==> src/hdl/kbd_pkg.sv <==
// Keyboard front end shared definitions
// Scan-code prefixes, receiver tuning constants, the key event passed
// from the scan decoder to the key mapper and the game control word
package kbd_pkg;

    // Scan-code prefixes
    localparam logic [7:0] ps2_prefix_ext = 8'he0;    // Extended key follows
    localparam logic [7:0] ps2_prefix_brk = 8'hf0;    // Key released

    // Receiver tuning
    localparam int ps2_sync_stages = 2;               // Metastability flops
    localparam int ps2_filter_len  = 8;               // High cycles before a fall counts
    localparam logic [15:0] ps2_idle_max = 16'd20000; // Partial frame timeout in clk cycles

    // One decoded key event
    typedef struct packed {
        logic       extended;   // E0 seen before the code
        logic       released;   // F0 seen before the code
        logic [7:0] code;       // Raw scan code
    } key_event_t;

    // Game control word, one bit per mapped key
    typedef struct packed {
        logic [9:0] joy1;         // Buttons 6..1, up, down, left, right
        logic [9:0] joy2;         // Same order as joy1
        logic [6:0] joy3;         // Buttons 3..1, up, down, left, right
        logic [3:0] start;        // Player starts 4..1
        logic [3:0] coin;         // Coin slots 4..1
        logic       reset;
        logic       pause;
        logic       test;
        logic       service;
        logic [3:0] gfx;          // Layer enables OBJ, SCR2, SCR1, CHAR
        logic       debug_plus;
        logic       debug_minus;
    } game_ctrl_t;

endpackage

==> src/hdl/ps2_rx.sv <==
// PS/2 serial receiver
// Brings keyboard clock and data into the clk domain, accepts a falling
// clock edge only after a long enough high time and gathers 11-bit frames.
// Each frame is checked for start, odd parity and stop bits; a stalled
// partial frame is dropped so the receiver lines up with the next one
module ps2_rx (
    input  logic       clk,
    input  logic       rst,
    input  logic       ps2_clk,
    input  logic       ps2_data,
    output logic [7:0] rx_byte,
    output logic       rx_valid,
    output logic       rx_error
);
    import kbd_pkg::*;

    logic [ps2_sync_stages-1:0] clk_sync;    // Clock synchronizer chain
    logic [ps2_sync_stages-1:0] data_sync;   // Data synchronizer chain
    logic [ps2_filter_len-1:0]  clk_hist;    // Recent synchronized clock samples
    logic                       clk_s;
    logic                       data_s;
    logic                       fall;        // Accepted falling edge
    logic [9:0]                 frame;       // Bits gathered so far, oldest at 0
    logic [10:0]                frame_nxt;   // Frame including current sample
    logic [3:0]                 bit_cnt;     // Bits already in the frame
    logic [15:0]                idle_cnt;    // Cycles since last edge
    logic                       frame_ok;

    assign clk_s     = clk_sync[ps2_sync_stages-1];
    assign data_s    = data_sync[ps2_sync_stages-1];
    assign fall      = ~clk_s & (&clk_hist);            // Low after a full high window
    assign frame_nxt = {data_s, frame};                 // LSB arrives first
    assign frame_ok  = ~frame_nxt[0] & frame_nxt[10]    // Start low, stop high
                     & (^frame_nxt[9:1]);               // Odd parity over data+parity

    always_ff @(posedge clk) begin
        if (rst) begin
            clk_sync  <= '1;                            // Bus idles high
            data_sync <= '1;
            clk_hist  <= '0;
        end else begin
            clk_sync  <= {clk_sync[ps2_sync_stages-2:0], ps2_clk};
            data_sync <= {data_sync[ps2_sync_stages-2:0], ps2_data};
            clk_hist  <= {clk_hist[ps2_filter_len-2:0], clk_s};
        end
    end

    always_ff @(posedge clk) begin
        if (rst) begin
            bit_cnt  <= '0;
            idle_cnt <= '0;
            rx_valid <= 1'b0;
            rx_error <= 1'b0;
        end else begin
            rx_valid <= 1'b0;                           // Single-cycle pulses
            rx_error <= 1'b0;
            if (fall) begin
                idle_cnt <= '0;
                if (bit_cnt == 4'd10) begin             // Stop bit sampled
                    bit_cnt  <= '0;
                    rx_valid <= frame_ok;
                    rx_error <= ~frame_ok;
                end else begin
                    bit_cnt <= bit_cnt + 4'd1;
                end
            end else if (bit_cnt != 4'd0) begin
                if (idle_cnt == ps2_idle_max) begin     // Keyboard went quiet mid-frame
                    bit_cnt  <= '0;
                    idle_cnt <= '0;
                end else begin
                    idle_cnt <= idle_cnt + 16'd1;
                end
            end
        end
    end

    always_ff @(posedge clk) begin
        if (fall) frame <= frame_nxt[10:1];
        if (fall && bit_cnt == 4'd10) rx_byte <= frame_nxt[8:1];
    end

endmodule

==> src/hdl/ps2_scan_decode.sv <==
// PS/2 scan-code decoder
// Folds the E0 and F0 prefixes into flags and emits one key event
// for every completed scan code
module ps2_scan_decode (
    input  logic                clk,
    input  logic                rst,
    input  logic [7:0]          rx_byte,
    input  logic                rx_valid,
    output kbd_pkg::key_event_t evt,
    output logic                evt_valid
);
    import kbd_pkg::*;

    logic ext_seen;    // E0 pending
    logic brk_seen;    // F0 pending
    logic is_ext;
    logic is_brk;
    logic is_code;     // Byte completes a scan code

    assign is_ext  = rx_byte == ps2_prefix_ext;
    assign is_brk  = rx_byte == ps2_prefix_brk;
    assign is_code = rx_valid & ~is_ext & ~is_brk;

    always_ff @(posedge clk) begin
        if (rst) begin
            ext_seen  <= 1'b0;
            brk_seen  <= 1'b0;
            evt_valid <= 1'b0;
        end else begin
            evt_valid <= is_code;
            if (rx_valid) begin
                if (is_ext) begin
                    ext_seen <= 1'b1;
                end else if (is_brk) begin
                    brk_seen <= 1'b1;
                end else begin
                    ext_seen <= 1'b0;                  // Prefixes consumed
                    brk_seen <= 1'b0;
                end
            end
        end
    end

    always_ff @(posedge clk) begin
        if (is_code) begin
            evt.extended <= ext_seen;
            evt.released <= brk_seen;
            evt.code     <= rx_byte;
        end
    end

endmodule

==> src/hdl/key_map.sv <==
// Key to game control mapper
// Looks up each key event in the arcade key table and drives the mapped
// control bit high on make and low on break. Unknown keys are ignored.
// shift is raised by either shift key
module key_map (
    input  logic                clk,
    input  logic                rst,
    input  kbd_pkg::key_event_t evt,
    input  logic                evt_valid,
    output kbd_pkg::game_ctrl_t ctrl,
    output logic                shift
);
    logic       down;    // Level for the mapped bits
    logic [8:0] key;     // Extended flag above the scan code

    assign down  = ~evt.released;
    assign key   = {evt.extended, evt.code};
    assign shift = ctrl.joy1[7] | ctrl.joy3[5];    // Left or right shift

    always_ff @(posedge clk) begin
        if (rst) begin
            ctrl <= '0;
        end else if (evt_valid) begin
            case (key)
                // Joystick 1
                9'h0_22: ctrl.joy1[9] <= down;     // Button 6 (X)
                9'h0_1a: ctrl.joy1[8] <= down;     // Button 5 (Z)
                9'h0_12: ctrl.joy1[7] <= down;     // Button 4 (L shift)
                9'h0_29: ctrl.joy1[6] <= down;     // Button 3 (space)
                9'h0_11: ctrl.joy1[5] <= down;     // Button 2 (alt)
                9'h0_14: ctrl.joy1[4] <= down;     // Button 1 (L ctrl)
                9'h1_75: ctrl.joy1[3] <= down;     // Up arrow
                9'h1_72: ctrl.joy1[2] <= down;     // Down arrow
                9'h1_6b: ctrl.joy1[1] <= down;     // Left arrow
                9'h1_74: ctrl.joy1[0] <= down;     // Right arrow
                // Joystick 2
                9'h0_24: ctrl.joy2[8] <= down;     // Button 5 (E)
                9'h0_1d: ctrl.joy2[7] <= down;     // Button 4 (W)
                9'h0_15: ctrl.joy2[6] <= down;     // Button 3 (Q)
                9'h0_1b: ctrl.joy2[5] <= down;     // Button 2 (S)
                9'h0_1c: ctrl.joy2[4] <= down;     // Button 1 (A)
                9'h0_2d: ctrl.joy2[3] <= down;     // Up (R)
                9'h0_2b: ctrl.joy2[2] <= down;     // Down (F)
                9'h0_23: ctrl.joy2[1] <= down;     // Left (D)
                9'h0_34: ctrl.joy2[0] <= down;     // Right (G)
                // Joystick 3
                9'h0_5a: ctrl.joy3[6] <= down;     // Button 3 (return)
                9'h0_59: ctrl.joy3[5] <= down;     // Button 2 (R shift)
                9'h1_14: ctrl.joy3[4] <= down;     // Button 1 (R ctrl)
                9'h0_43: ctrl.joy3[3] <= down;     // Up (I)
                9'h0_42: begin                     // K serves two players
                    ctrl.joy3[2] <= down;          // 3P down
                    ctrl.joy2[9] <= down;          // 2P button 6
                end
                9'h0_3b: ctrl.joy3[1] <= down;     // Left (J)
                9'h0_4b: ctrl.joy3[0] <= down;     // Right (L)
                // Coins
                9'h0_2e: ctrl.coin[0] <= down;     // 5
                9'h0_36: ctrl.coin[1] <= down;     // 6
                9'h0_3d: ctrl.coin[2] <= down;     // 7
                9'h0_3e: ctrl.coin[3] <= down;     // 8
                // Starts
                9'h0_16: ctrl.start[0] <= down;    // 1
                9'h0_1e: ctrl.start[1] <= down;    // 2
                9'h0_26: ctrl.start[2] <= down;    // 3
                9'h0_25: ctrl.start[3] <= down;    // 4
                // System keys
                9'h0_4d: ctrl.pause   <= down;     // P
                9'h0_06: ctrl.test    <= down;     // F2
                9'h0_04: ctrl.reset   <= down;     // F3
                9'h0_46: ctrl.service <= down;     // 9
                // Graphics layer enables
                9'h0_83: ctrl.gfx[0] <= down;      // F7 char layer
                9'h0_0a: ctrl.gfx[1] <= down;      // F8 scroll 1
                9'h0_01: ctrl.gfx[2] <= down;      // F9 scroll 2
                9'h0_09: ctrl.gfx[3] <= down;      // F10 objects
                // Debug stepping
                9'h0_5b: ctrl.debug_plus  <= down;
                9'h0_4a: ctrl.debug_minus <= down;
                default: ;                         // Unmapped key
            endcase
        end
    end

endmodule

==> src/hdl/ctrl_snapshot.sv <==
// Host snapshot port for the control word
// Four-phase req/ack handshake; ctrl is captured on the first request
// cycle and held on snap_ctrl until the host drops the request
module ctrl_snapshot (
    input  logic                clk,
    input  logic                rst,
    input  kbd_pkg::game_ctrl_t ctrl,
    input  logic                snap_req,
    output logic                snap_ack,
    output kbd_pkg::game_ctrl_t snap_ctrl
);
    logic holding;    // Second FSM state, snapshot taken

    always_ff @(posedge clk) begin
        if (rst) begin
            holding   <= 1'b0;
            snap_ack  <= 1'b0;
            snap_ctrl <= '0;
        end else if (!holding) begin
            snap_ack <= 1'b0;
            if (snap_req) begin                    // Request seen with ack low
                snap_ctrl <= ctrl;
                holding   <= 1'b1;
            end
        end else begin
            if (snap_req) begin
                snap_ack <= 1'b1;                  // One cycle after capture
            end else begin
                snap_ack <= 1'b0;                  // Host released
                holding  <= 1'b0;
            end
        end
    end

endmodule

==> src/hdl/kbd_ctrl_top.sv <==
// PS/2 keyboard front end for the arcade core
// Receiver, scan decoder and key mapper feed the game control word,
// which a host can sample through the snapshot port
module kbd_ctrl_top (
    input  logic                clk,
    input  logic                rst,
    input  logic                ps2_clk,
    input  logic                ps2_data,
    output kbd_pkg::game_ctrl_t ctrl,
    output logic                shift,
    output logic                rx_error,
    input  logic                snap_req,
    output logic                snap_ack,
    output kbd_pkg::game_ctrl_t snap_ctrl
);
    import kbd_pkg::*;

    logic [7:0] rx_byte;
    logic       rx_valid;
    key_event_t evt;          // Decoded key
    logic       evt_valid;

    ps2_rx u_rx (
        .clk      (clk),
        .rst      (rst),
        .ps2_clk  (ps2_clk),
        .ps2_data (ps2_data),
        .rx_byte  (rx_byte),
        .rx_valid (rx_valid),
        .rx_error (rx_error)
    );

    ps2_scan_decode u_decode (
        .clk       (clk),
        .rst       (rst),
        .rx_byte   (rx_byte),
        .rx_valid  (rx_valid),
        .evt       (evt),
        .evt_valid (evt_valid)
    );

    key_map u_map (
        .clk       (clk),
        .rst       (rst),
        .evt       (evt),
        .evt_valid (evt_valid),
        .ctrl      (ctrl),
        .shift     (shift)
    );

    ctrl_snapshot u_snap (
        .clk       (clk),
        .rst       (rst),
        .ctrl      (ctrl),
        .snap_req  (snap_req),
        .snap_ack  (snap_ack),
        .snap_ctrl (snap_ctrl)
    );

endmodule

==> config.mk <==
export PLATFORM = sky130hd
export DESIGN_NAME = kbd_ctrl_top
export DESIGN_NICKNAME = d
export VERILOG_FILES = /design/src/hdl/kbd_pkg.sv /design/src/hdl/ps2_rx.sv /design/src/hdl/ps2_scan_decode.sv /design/src/hdl/key_map.sv /design/src/hdl/ctrl_snapshot.sv /design/src/hdl/kbd_ctrl_top.sv
export SDC_FILE = /design/constraint.sdc
export NUM_CORES = 1
export LEC_CHECK = 0
export BUFFER_PORTS_ARGS = -buffer_cell sky130_fd_sc_hd__buf_2
export CAP_MARGIN = 5
export CORE_MARGIN = 2
export CORE_UTILIZATION = 30
export CTS_BUF_LIST = sky130_fd_sc_hd__clkbuf_4 sky130_fd_sc_hd__clkbuf_8 sky130_fd_sc_hd__clkbuf_16
export DETAILED_ROUTE_END_ITERATION = 16
export GPL_ROUTABILITY_DRIVEN = 0
export PLACE_DENSITY = 0.53
export SLEW_MARGIN = 10
export SYNTH_ARGS = -nofsm -noshare
export SYNTH_HDL_FRONTEND = slang
export SYNTH_HIERARCHICAL = 1
export SYNTH_SLANG_ARGS = --single-unit
==> constraint.sdc <==
create_clock -name clk -period 2.5 [get_ports clk]
set_input_delay 0.5 -clock clk [delete_from_list [all_inputs] [get_ports clk]]
set_output_delay 0.5 -clock clk [all_outputs]
set_load 0.02 [all_outputs]
# [Word level (Yosys, flattened, before mapping)]
# Index checks and enable logic that the tools add are counted.
[classes] n_addsub=2 n_eq_ne=49 mux=9 n_bitwise=15 n_reduce_logical=57
[op_table] operator="equality test 9 x 6 -> 1 bit, second input constant" n=14
[op_table] operator="AND reduction 2 bit" n=48
[op_table] operator="equality test 9 x 5 -> 1 bit, second input constant" n=10
[op_table] operator="equality test 9 x 7 -> 1 bit, second input constant" n=9
[op_table] operator="equality test 9 bit, second input constant" n=5
[op_table] operator="equality test 9 x 3 -> 1 bit, second input constant" n=2
[op_table] operator="equality test 9 x 4 -> 1 bit, second input constant" n=2
[op_table] operator="adder 16 x 1 -> 16 bit, second input constant" n=1
[op_table] operator="equality test 16 x 15 -> 1 bit, second input constant" n=1
[op_table] operator="equality test 8 bit, second input constant" n=2
[op_table] operator="2-to-1 mux 16 bit" n=1
[op_table] operator="2-to-1 mux 4 bit" n=4
[op_table] operator="equality test 9 x 1 -> 1 bit, second input constant" n=1
[op_table] operator="equality test 9 x 8 -> 1 bit, second input constant" n=1
[op_table] operator="inverter 1 bit" n=9
[op_table] operator="XOR reduction 9 bit" n=1
[op_table] operator="AND reduction 8 bit" n=1
[op_table] operator="AND 1 bit" n=5
[op_table] operator="adder 4 x 1 -> 4 bit, second input constant" n=1
[op_table] operator="equality test 4 bit, second input constant" n=1
[op_table] operator="2-to-1 mux 1 bit" n=4
[op_table] operator="nonzero test 2 bit" n=2
[op_table] operator="nonzero test 4 bit" n=1
[op_table] operator="OR reduction 2 bit" n=2
[op_table] operator="4 further kinds" n=4
[totals] ff_bits=156 in_bits=5 out_inout_bits=93 wordCells=205

# [Depth between registers and ports, before layout]
# Gate-level depths: netlist (run 1).
[depth] depth_word=4 depth_mapped=8 ltp_nobuf=6

# [Modules after synthesis]
# The synthesis (run 1) kept the hierarchy.
[by_module_without_submodules] module="ctrl_snapshot" n_inst=1 cells_each=210 area_each_um2=2317.2 seq_area_each_um2=940.9
[by_module_without_submodules] module="ps2_rx" n_inst=1 cells_each=183 area_each_um2=2085.8 seq_area_each_um2=1221.2
[by_module_without_submodules] module="key_map" n_inst=1 cells_each=201 area_each_um2=2064.5 seq_area_each_um2=880.8
[by_module_without_submodules] module="ps2_scan_decode" n_inst=1 cells_each=23 area_each_um2=435.4 seq_area_each_um2=360.3

# [Worst setup path before layout (run 1)]
# OpenSTA, ideal clock, no wires.
[synth_path] path_type="register to register" start="register u_rx.clk_sync[1]" end="register u_rx.rx_byte[0], enable pin" setup_time_ns=0.374 arrival_time_ns=1.437 required_time_ns=2.126 setup_slack_ns=0.690 path_stages_with_launch=5 n_path_buf=1 synth_period_minus_slack_ns=1.810 path_cell_list="dfxtp_1 nand2b_1 or4_4 buf_6 nor2_1"
[synth_between] elab_chain_len=3
[synth_lines] item="start, declared" line="ps2_rx.sv:17" rtl="logic [ps2_sync_stages-1:0] clk_sync;"
[synth_lines] item="start signal, assigned" line="ps2_rx.sv:42" rtl="clk_sync <= {clk_sync[ps2_sync_stages-2:0], ps2_clk};"
[synth_lines] item="inverter 1 bit" line="ps2_rx.sv:31" rtl="assign fall = ~clk_s & (&clk_hist);"
[synth_lines] item="AND 1 bit" line="ps2_rx.sv:31"
[synth_lines] item="logical AND 1 bit" line="ps2_rx.sv:79" rtl="if (fall && bit_cnt == 4'd10) rx_byte <= frame_nxt[8:1];"
[synth_lines] item="end signal, assigned" line="ps2_rx.sv:79"
[synth_lines] item="end, declared" line="ps2_rx.sv:11" rtl="output logic [7:0] rx_byte,"
# Every way passes these cells.
# A chain may end at the register's enable or synchronous reset.

# [Worst setup path in the final report (run 1)]
[layout_path] start="register, netlist name u_decode/evt[0]" end="register, netlist name u_map/ctrl[33]"
[layout_between] elab_chain_len=2
[layout_lines] item="equality test 9 x 6 -> 1 bit" line="key_map.sv:24" rtl="case (key)"
[layout_lines] item="AND reduction 2 bit (no source line)"
# Every way passes these cells.

==> flow_summary_export.csv, run 1 <==
group,metric,value,unit
grt,overflow,0,
sta,finalCriticalPeriod,2.01,ns
sta,hold_viol_final,0,
sta,slew_headroom,44.3,%
sta,rsz0062_at_grt,"false",
setup_path,worstSetupStartpointType,"flop",
setup_path,slowest_stage,"nor4b_2",
clocking,cts_tree,"done",
setup_path,path_buf_inv,0,
grt,grt.total_usage,14.0,%
cells_and_area,stdcell_count,990,
logic_synthesis,synth_top_family_by_area,"simple AND/OR/NAND/NOR gates",
sta,fmax,497,MHz
logic_synthesis,synth_adder_area_share,0.906,%
logic_synthesis,synth_common_cells,"dfxtp_1, nand2b_1, nand4bb_1",
logic_synthesis,synthDominantCellAreaShare,37.1,%
setup_path,cp-end-kind,"flop",
setup_path,crit_required,2.78,ns
logic_synthesis,ys_types,62,
pwr,power_density,666,nW/µm²
logic_synthesis,synth_edf_count,28,
cells_and_area,drive_gt1_share,28.4,%
clocking,clk_latency,0.42,ns
sta,worstMarginPinSlew,0.834,ns
setup_path,path_cells,"nor4b_2 -> and2_1 -> a211oi_1",
route,final_antenna_net_count,0,
pwr,peakVddDrop,0.398,mV
grt,busiest_layer,"met2",
clocking,cts_root_buf,"clkbuf_16",
logic_synthesis,yosysTopAreaCell,"dfxtp_1",
grt,antenna_found_initial,0,
setup_path,crit_type,"flop to flop",
logic_synthesis,synth_compound_area_share,16.4,%
die,fp.dieW,156,µm
die,dieArea,24200,µm²
logic_synthesis,ys_ff_latch,156,
sta,finalSetupViolations,0,
cells_and_area,antenna_cells,0,
grt,grt_max_degree,62,
die,rows,55,
outcome,status,"completed",
logic_synthesis,syn_inst,617,
logic_synthesis,async_reset_ff_share,0,%
sta,timing.final.ws_setup,0.487,ns
sta,fin_tns_setup,0,ns
placed_design,dpl_worst_slack,0.479,ns
grt,use_met2,22.3,%
route,drt_iter0_drc,349,
setup_path,critPathTopFamily,"simple AND/OR/NAND/NOR gates",
worst_hold_path,hold_class,"input port to flop",
logic_synthesis,synth_most_common_cell,"dfxtp_1",
grt,met1_usage,18.9,%
clocking,hold_buffers,0,
grt,grt_pass1_wl,26.8,mm
logic_synthesis,syn_nets,627,
clocking,clockBufferDepth,2,
sta,drv_slew,0,
logic_synthesis,synth-simple-area-share,24.7,%
logic_synthesis,synth_mux_area_share,0.435,%
grt,grt_pass1_vias,4759,
cells_and_area,areaGrowthSynthToFinish,17.5,%
clocking,postCtsSetupRepairBufs,0,
setup_path,crit_arrival,2.30,ns
cells_and_area,nets,703,
clocking,path_clk_slew,0.07,ns
job,maxCapViolations,0,
logic_synthesis,synth_area_leaders,"dfxtp_1, edfxtp_1, nand4bb_1",
placed_design,dpl.hpwl,11.2,mm
route,wl,16.8,mm
route,vias,5050,
placed_design,port_buffers,97,
die,boundaryPins,98,
clocking,htreeDepth,4,
placed_design,placed_cells,959,
route,wire_per_inst,16.9,µm
logic_synthesis,yosysWarnings,6,
sta,fin_crit_sh,80.5,%
logic_synthesis,avgSynthCellArea,11.2,µm²
clocking,cts_inserted_buffers,17,
setup_path,slowest_delay,0.82,ns
die,start_util,30.5,%
grt,use_met3,3.53,%
logic_synthesis,synthXorXnorAreaFrac,2.10,%
logic_synthesis,synth_seq_area_share,49.3,%
logic_synthesis,syn_area,6900,µm²
route,drc,0,
route,dr.pass1.iters,4,
clocking,cts_resized,0,
clocking,cts_sinks,156,
route,via_per_inst,5.10,
pwr,p_leak,2.97,nW
setup_path,crit_fanout,12,
sta,finClkSkew,0.0117,ns
logic_synthesis,synth_flop_cell,"dfxtp_1",
die,core_area,22600,µm²
die,die_h,156,µm
-- path summary, 6_finish.rpt --
kind | to | slack [ns] | cells after the start | start
setup / recovery | u_map/ctrl[33]$_SDFFE_PP0P_ | 0.49 | 3 | u_decode/evt[0]$_DFFE_PP_
hold / removal | u_rx/clk_sync[0]$_SDFF_PP1_ | 0.26 | 2 | ps2_clk
setup reg to reg | u_map/ctrl[33]$_SDFFE_PP0P_ | 0.49 | 3 | u_decode/evt[0]$_DFFE_PP_
hold reg to reg | u_rx/data_sync[1]$_SDFF_PP1_ | 0.42 | 1 | u_rx/data_sync[0]$_SDFF_PP1_
-- cell type report --
class | count | area [µm²]
Clock buffer | 21 | 492
Clock inverter | 10 | 128
Fill cell | 2268 | 14500
Inverter | 10 | 37.5
Multi-Input combinational cell | 395 | 3080
Sequential cell | 156 | 3400
Tap cell | 285 | 357
Timing Repair Buffer | 113 | 621
-- layer usage --
metal | vias up | part of all wire [%]
met3 | 10 | 4.6
li1 | 2478 | -
met4 | 0 | 1.2
met5 | - | 0
met1 | 2463 | 47
met2 | 99 | 47
-- registers in the layout, indices dropped and copies added, names as in the netlist, 2 cells and up --
signal / flops
u_map/ctrl: 44
u_decode/evt: 10
u_rx/clk_sync: 2
u_snap/snap_ctrl: 45
u_rx/frame: 10
u_rx/idle_cnt: 16
u_rx/clk_hist: 8
u_rx/data_sync: 2
u_rx/rx_byte: 8
u_rx/bit_cnt: 4
-- kinds of logic (layout without fill, tap and decap cells) --
family,after synthesis,count (layout)
and+or+nand+nor,217,217
DFF,156,156
AOI/OAI and AO/OA,155,155
buffers and inverters,66,154
xor gates and xnor gates,15,15
adders and majority gates,5,5
muxes,3,3
-- cell usage in the layout (no fill, tap or decap), types with 5 or more instances in the layout --
master	synthesis	routed
o21ai_2	30	30
nand3_1	10	10
a311oi_1	5	5
and2_1	17	17
nor2_1	13	13
xor2_1	5	5
edfxtp_1	28	28
inv_1	10	10
nand2_1	10	10
o21ai_1	15	15
nand4bb_1	45	45
or2_2	6	6
a211oi_1	30	30
dfxtp_1	128	128
buf_2	17	96
a31oi_1	43	43
xnor2_1	9	9
nand2b_1	50	50
a21oi_1	12	12
nor2b_1	10	10
nand4_1	5	5
or4_1	6	6
buf_4	3	16
o31ai_1	6	6
ha_1	5	5
clkbuf_16	0	18
-- report_power, final --
part | switching (mW) | internal (mW)
clock network | 1.08 | 1.63
registers | 0.00335 | 2.55
logic | 0.0869 | 0.0561
-- stage by stage --
step	hold WS, ns	instance area, µm²	total power [mW]	utilization, %
3_5_place_dp	0.402	7490	2.76	33.1
3_3_place_gp	0.392	7490	2.76	33.1
5_1_grt	0.242	8110	5.62	35.8
4_1_cts	0.235	8110	5.50	35.8
2_1_floorplan	0.389	6900	2.75	-
6_report	0.257	8110	5.41	35.8
(Power assumes the default switching activity.)
==> run 2: changes to the inputs <==
ABC_AREA = 1   (was default)
clock period = 2 ns   (was 2.5 ns; I/O delays follow)
==> run 2 against run 1 <==
Register-to-register slack about the same. Cell area rose by 3.2%. First-iteration DRC count decreased by 3.7%. Combinational power rose to 2.7 times the previous value. Non-clock buffer count decreased by 9. Count of clock-buffer cells in the layout decreased by 1. Synthesized cell count up 47%. Sequential share of layout area decreased by 1.3 points. Largest cell class unchanged.
==> flow_summary_export.csv, run 2 <==
group,metric,value,unit
outcome,status,"completed",
pwr,p_sw_share,23.3,%
logic_synthesis,synth_flop_cell,"dfxtp_1",
logic_synthesis,synth_seq_area_share,48.5,%
cells_and_area,final_common_cell,"nor2_1",
logic_synthesis,yosysTopAreaCell,"dfxtp_1",
logic_synthesis,synth_area_leaders,"dfxtp_1, edfxtp_1, nor2_1",
placed_design,port_buffers,97,
clocking,cts_resized,0,
cells_and_area,antenna_cells,0,
die,die_h,157,µm
sta,rsz0062_at_grt,"false",
placed_design,dpl.hpwl,11.3,mm
cells_and_area,largest_reg_flops,45,
clocking,clk_latency,0.43,ns
sta,worstMarginPinSlew,0.679,ns
pwr,peakVddDrop,0.578,mV
sta,fmax,604,MHz
route,dr.pass1.iters,4,
setup_path,worstSetupStartpointType,"flop",
logic_synthesis,synth_edf_count,28,
sta,slew_headroom,54.7,%
die,core_area,22800,µm²
clocking,clockBufferDepth,2,
grt,grt_pass1_vias,5225,
cells_and_area,top_regs,"u_snap/snap_ctrl x45, u_map/ctrl x44, u_rx/idle_cnt x16",
setup_path,crit_required,1.60,ns
route,via_per_inst,4.35,
logic_synthesis,ys_types,34,
route,vias,5758,
clocking,hold_buffers,0,
route,drt_iter0_drc,336,
setup_path,crit_type,"flop to primary output",
placed_design,placed_cells,1293,
die,rows,55,
route,final_antenna_net_count,0,
logic_synthesis,synth_common_cells,"nor2_1, nand2_1, dfxtp_1",
clocking,cts_sinks,156,
cells_and_area,final_util,36.7,%
cells_and_area,areaGrowthSynthToFinish,19.4,%
cells_and_area,fillers,2397,
clocking,cts_root_buf,"clkbuf_16",
sta,finalSetupViolations,0,
pwr,power_density,836,nW/µm²
clocking,cts_inserted_buffers,17,
grt,antenna_found_initial,0,
sta,drv_slew,0,
pwr,power_frac_comb,5.6,%
setup_path,cp-end-kind,"primary output",
sta,finClkSkew,0.0100,ns
route,wl,16.6,mm
logic_synthesis,synth_most_common_cell,"nor2_1",
pwr,finalPower,7.00,mW
logic_synthesis,syn_area,7010,µm²
sta,worst_hold_slack,0.149,ns
grt,grt_pass1_wl,26.6,mm
setup_path,slowest_delay,0.37,ns
die,boundaryPins,98,
grt,grt_max_degree,47,
die,start_util,30.8,%
setup_path,r2r_cells,8,
cells_and_area,drive_gt1_share,19.8,%
logic_synthesis,syn_inst,907,
sta,fin_tns_setup,0,ns
setup_path,path_cells,"or2_2 -> buf_2",
die,fp.dieW,157,µm
logic_synthesis,syn_nets,917,
pwr,pwr-share-clk,47.5,%
job,maxCapViolations,0,
cells_and_area,nets,1009,
clocking,postCtsSetupRepairBufs,0,
route,drc,0,
pwr,p_leak,3.83,nW
cells_and_area,largest-register,"u_snap/snap_ctrl",
sta,hold_viol_final,0,
pwr,p_int,5.37,mW
setup_path,slowest_stage,"dfxtp_1",
worst_hold_path,hold_class,"input port to flop",
cells_and_area,most-common-layout-cells,"nor2_1, nand2_1, dfxtp_1",
sta,fin_crit_sh,82.7,%
logic_synthesis,async_reset_ff_share,0,%
clocking,htreeDepth,4,
logic_synthesis,avgSynthCellArea,7.73,µm²
pwr,seqPwrFrac,46.9,%
setup_path,crit_arrival,1.25,ns
route,wire_per_inst,12.5,µm
logic_synthesis,ys_ff_latch,156,
worst_hold_path,hold_depth,2,
grt,overflow,0,
logic_synthesis,synthDominantCellAreaShare,36.6,%
grt,grt.total_usage,13.8,%
logic_synthesis,yosysWarnings,6,
clocking,path_clk_slew,0.07,ns
die,dieArea,24600,µm²
pwr,switchingPower,1.63,mW
sta,finalCriticalPeriod,1.65,ns
clocking,cts_tree,"done",
setup_path,crit_fanout,4,
cells_and_area,stdcell_count,1325,
==> run 2: changes by cell type after synthesis, sizes merged, moves of 32 or more <==
cell | previous run | this run
a211oi | 32 | 0
o21ai | 46 | 3
a21oi | 12 | 47
inv | 10 | 124
nand2b | 50 | 0
a31oi | 44 | 1
nand4bb | 45 | 0
nand2 | 10 | 176
nand3 | 10 | 99
nor2 | 14 | 223
==> run 2: cells by family (layout without fill, tap and decap cells) <==
family,after synthesis,in the layout,share of synthesized area (%)
and+or+nand+nor,525,525,35.6
DFF,156,156,48.5
buffers and inverters,156,261,9.57
AOI/OAI and AO/OA,51,51,3.66
xor gates and xnor gates,14,14,1.75
adders and majority gates,5,5,0.892
==> run 2: stage by stage <==
stage	area, µm²	worst slack (ns)
global placement	7760	0.492
global route	8370	0.317
detailed placement	7760	0.488
CTS	8370	0.330
floorplan	7010	0.584
finish	8370	0.346
==> run 2: worst paths after layout <==
| path | from | to | slack [ns] |
|---|---|---|---|
| setup / recovery | u_map/ctrl[42]$_SDFFE_PP0P_ | shift | 0.35 |
| hold / removal | ps2_data | u_rx/data_sync[0]$_SDFF_PP1_ | 0.15 |
| setup reg to reg | u_rx/bit_cnt[0]$_SDFFE_PP0P_ | u_rx/bit_cnt[3]$_SDFFE_PP0P_ | 0.48 |
| hold reg to reg | u_rx/data_sync[0]$_SDFF_PP1_ | u_rx/data_sync[1]$_SDFF_PP1_ | 0.41 |
==> run 2: critical path, delay by kind of cell, from the launching register on <==
kind	cells	cell delay [ns]
simple gates	1	0.29
buf+inv	1	0.17
flops	1	0.37
==> run 2: layout make-up <==
class | instances | area [µm²] | share of cell area (%)
sequential | 156 | 3400 | 40.7
multi-input combinational | 595 | 2940 | 35.1
tap | 313 | 392 | 4.68
clock buffer | 20 | 478 | 5.71
timing repair buffer | 104 | 551 | 6.58
inverter | 125 | 477 | 5.70
clock inverter | 12 | 133 | 1.58
==> run 2: per-layer routing <==
layer / up-vias / share of wire (%) / track usage [%]
met3: 25 / 4.2 / 2.74
met2: 122 / 47 / 23.2
met1: 2600 / 46 / 17.0
met4: 0 / 2.5 / 6.29
li1: 3011 / - / -
met5: - / 0 / 0
==> run 2: power by group through the flow <==
stage | combinational, mW | clock [mW] | sequential [mW]
2_1_floorplan | 0.227 | 0 | 3.42
3_3_place_gp | 0.397 | 0 | 3.35
3_5_place_dp | 0.400 | 0 | 3.35
4_1_cts | 0.401 | 3.43 | 3.28
5_1_grt | 0.443 | 3.55 | 3.29
6_report | 0.392 | 3.33 | 3.28
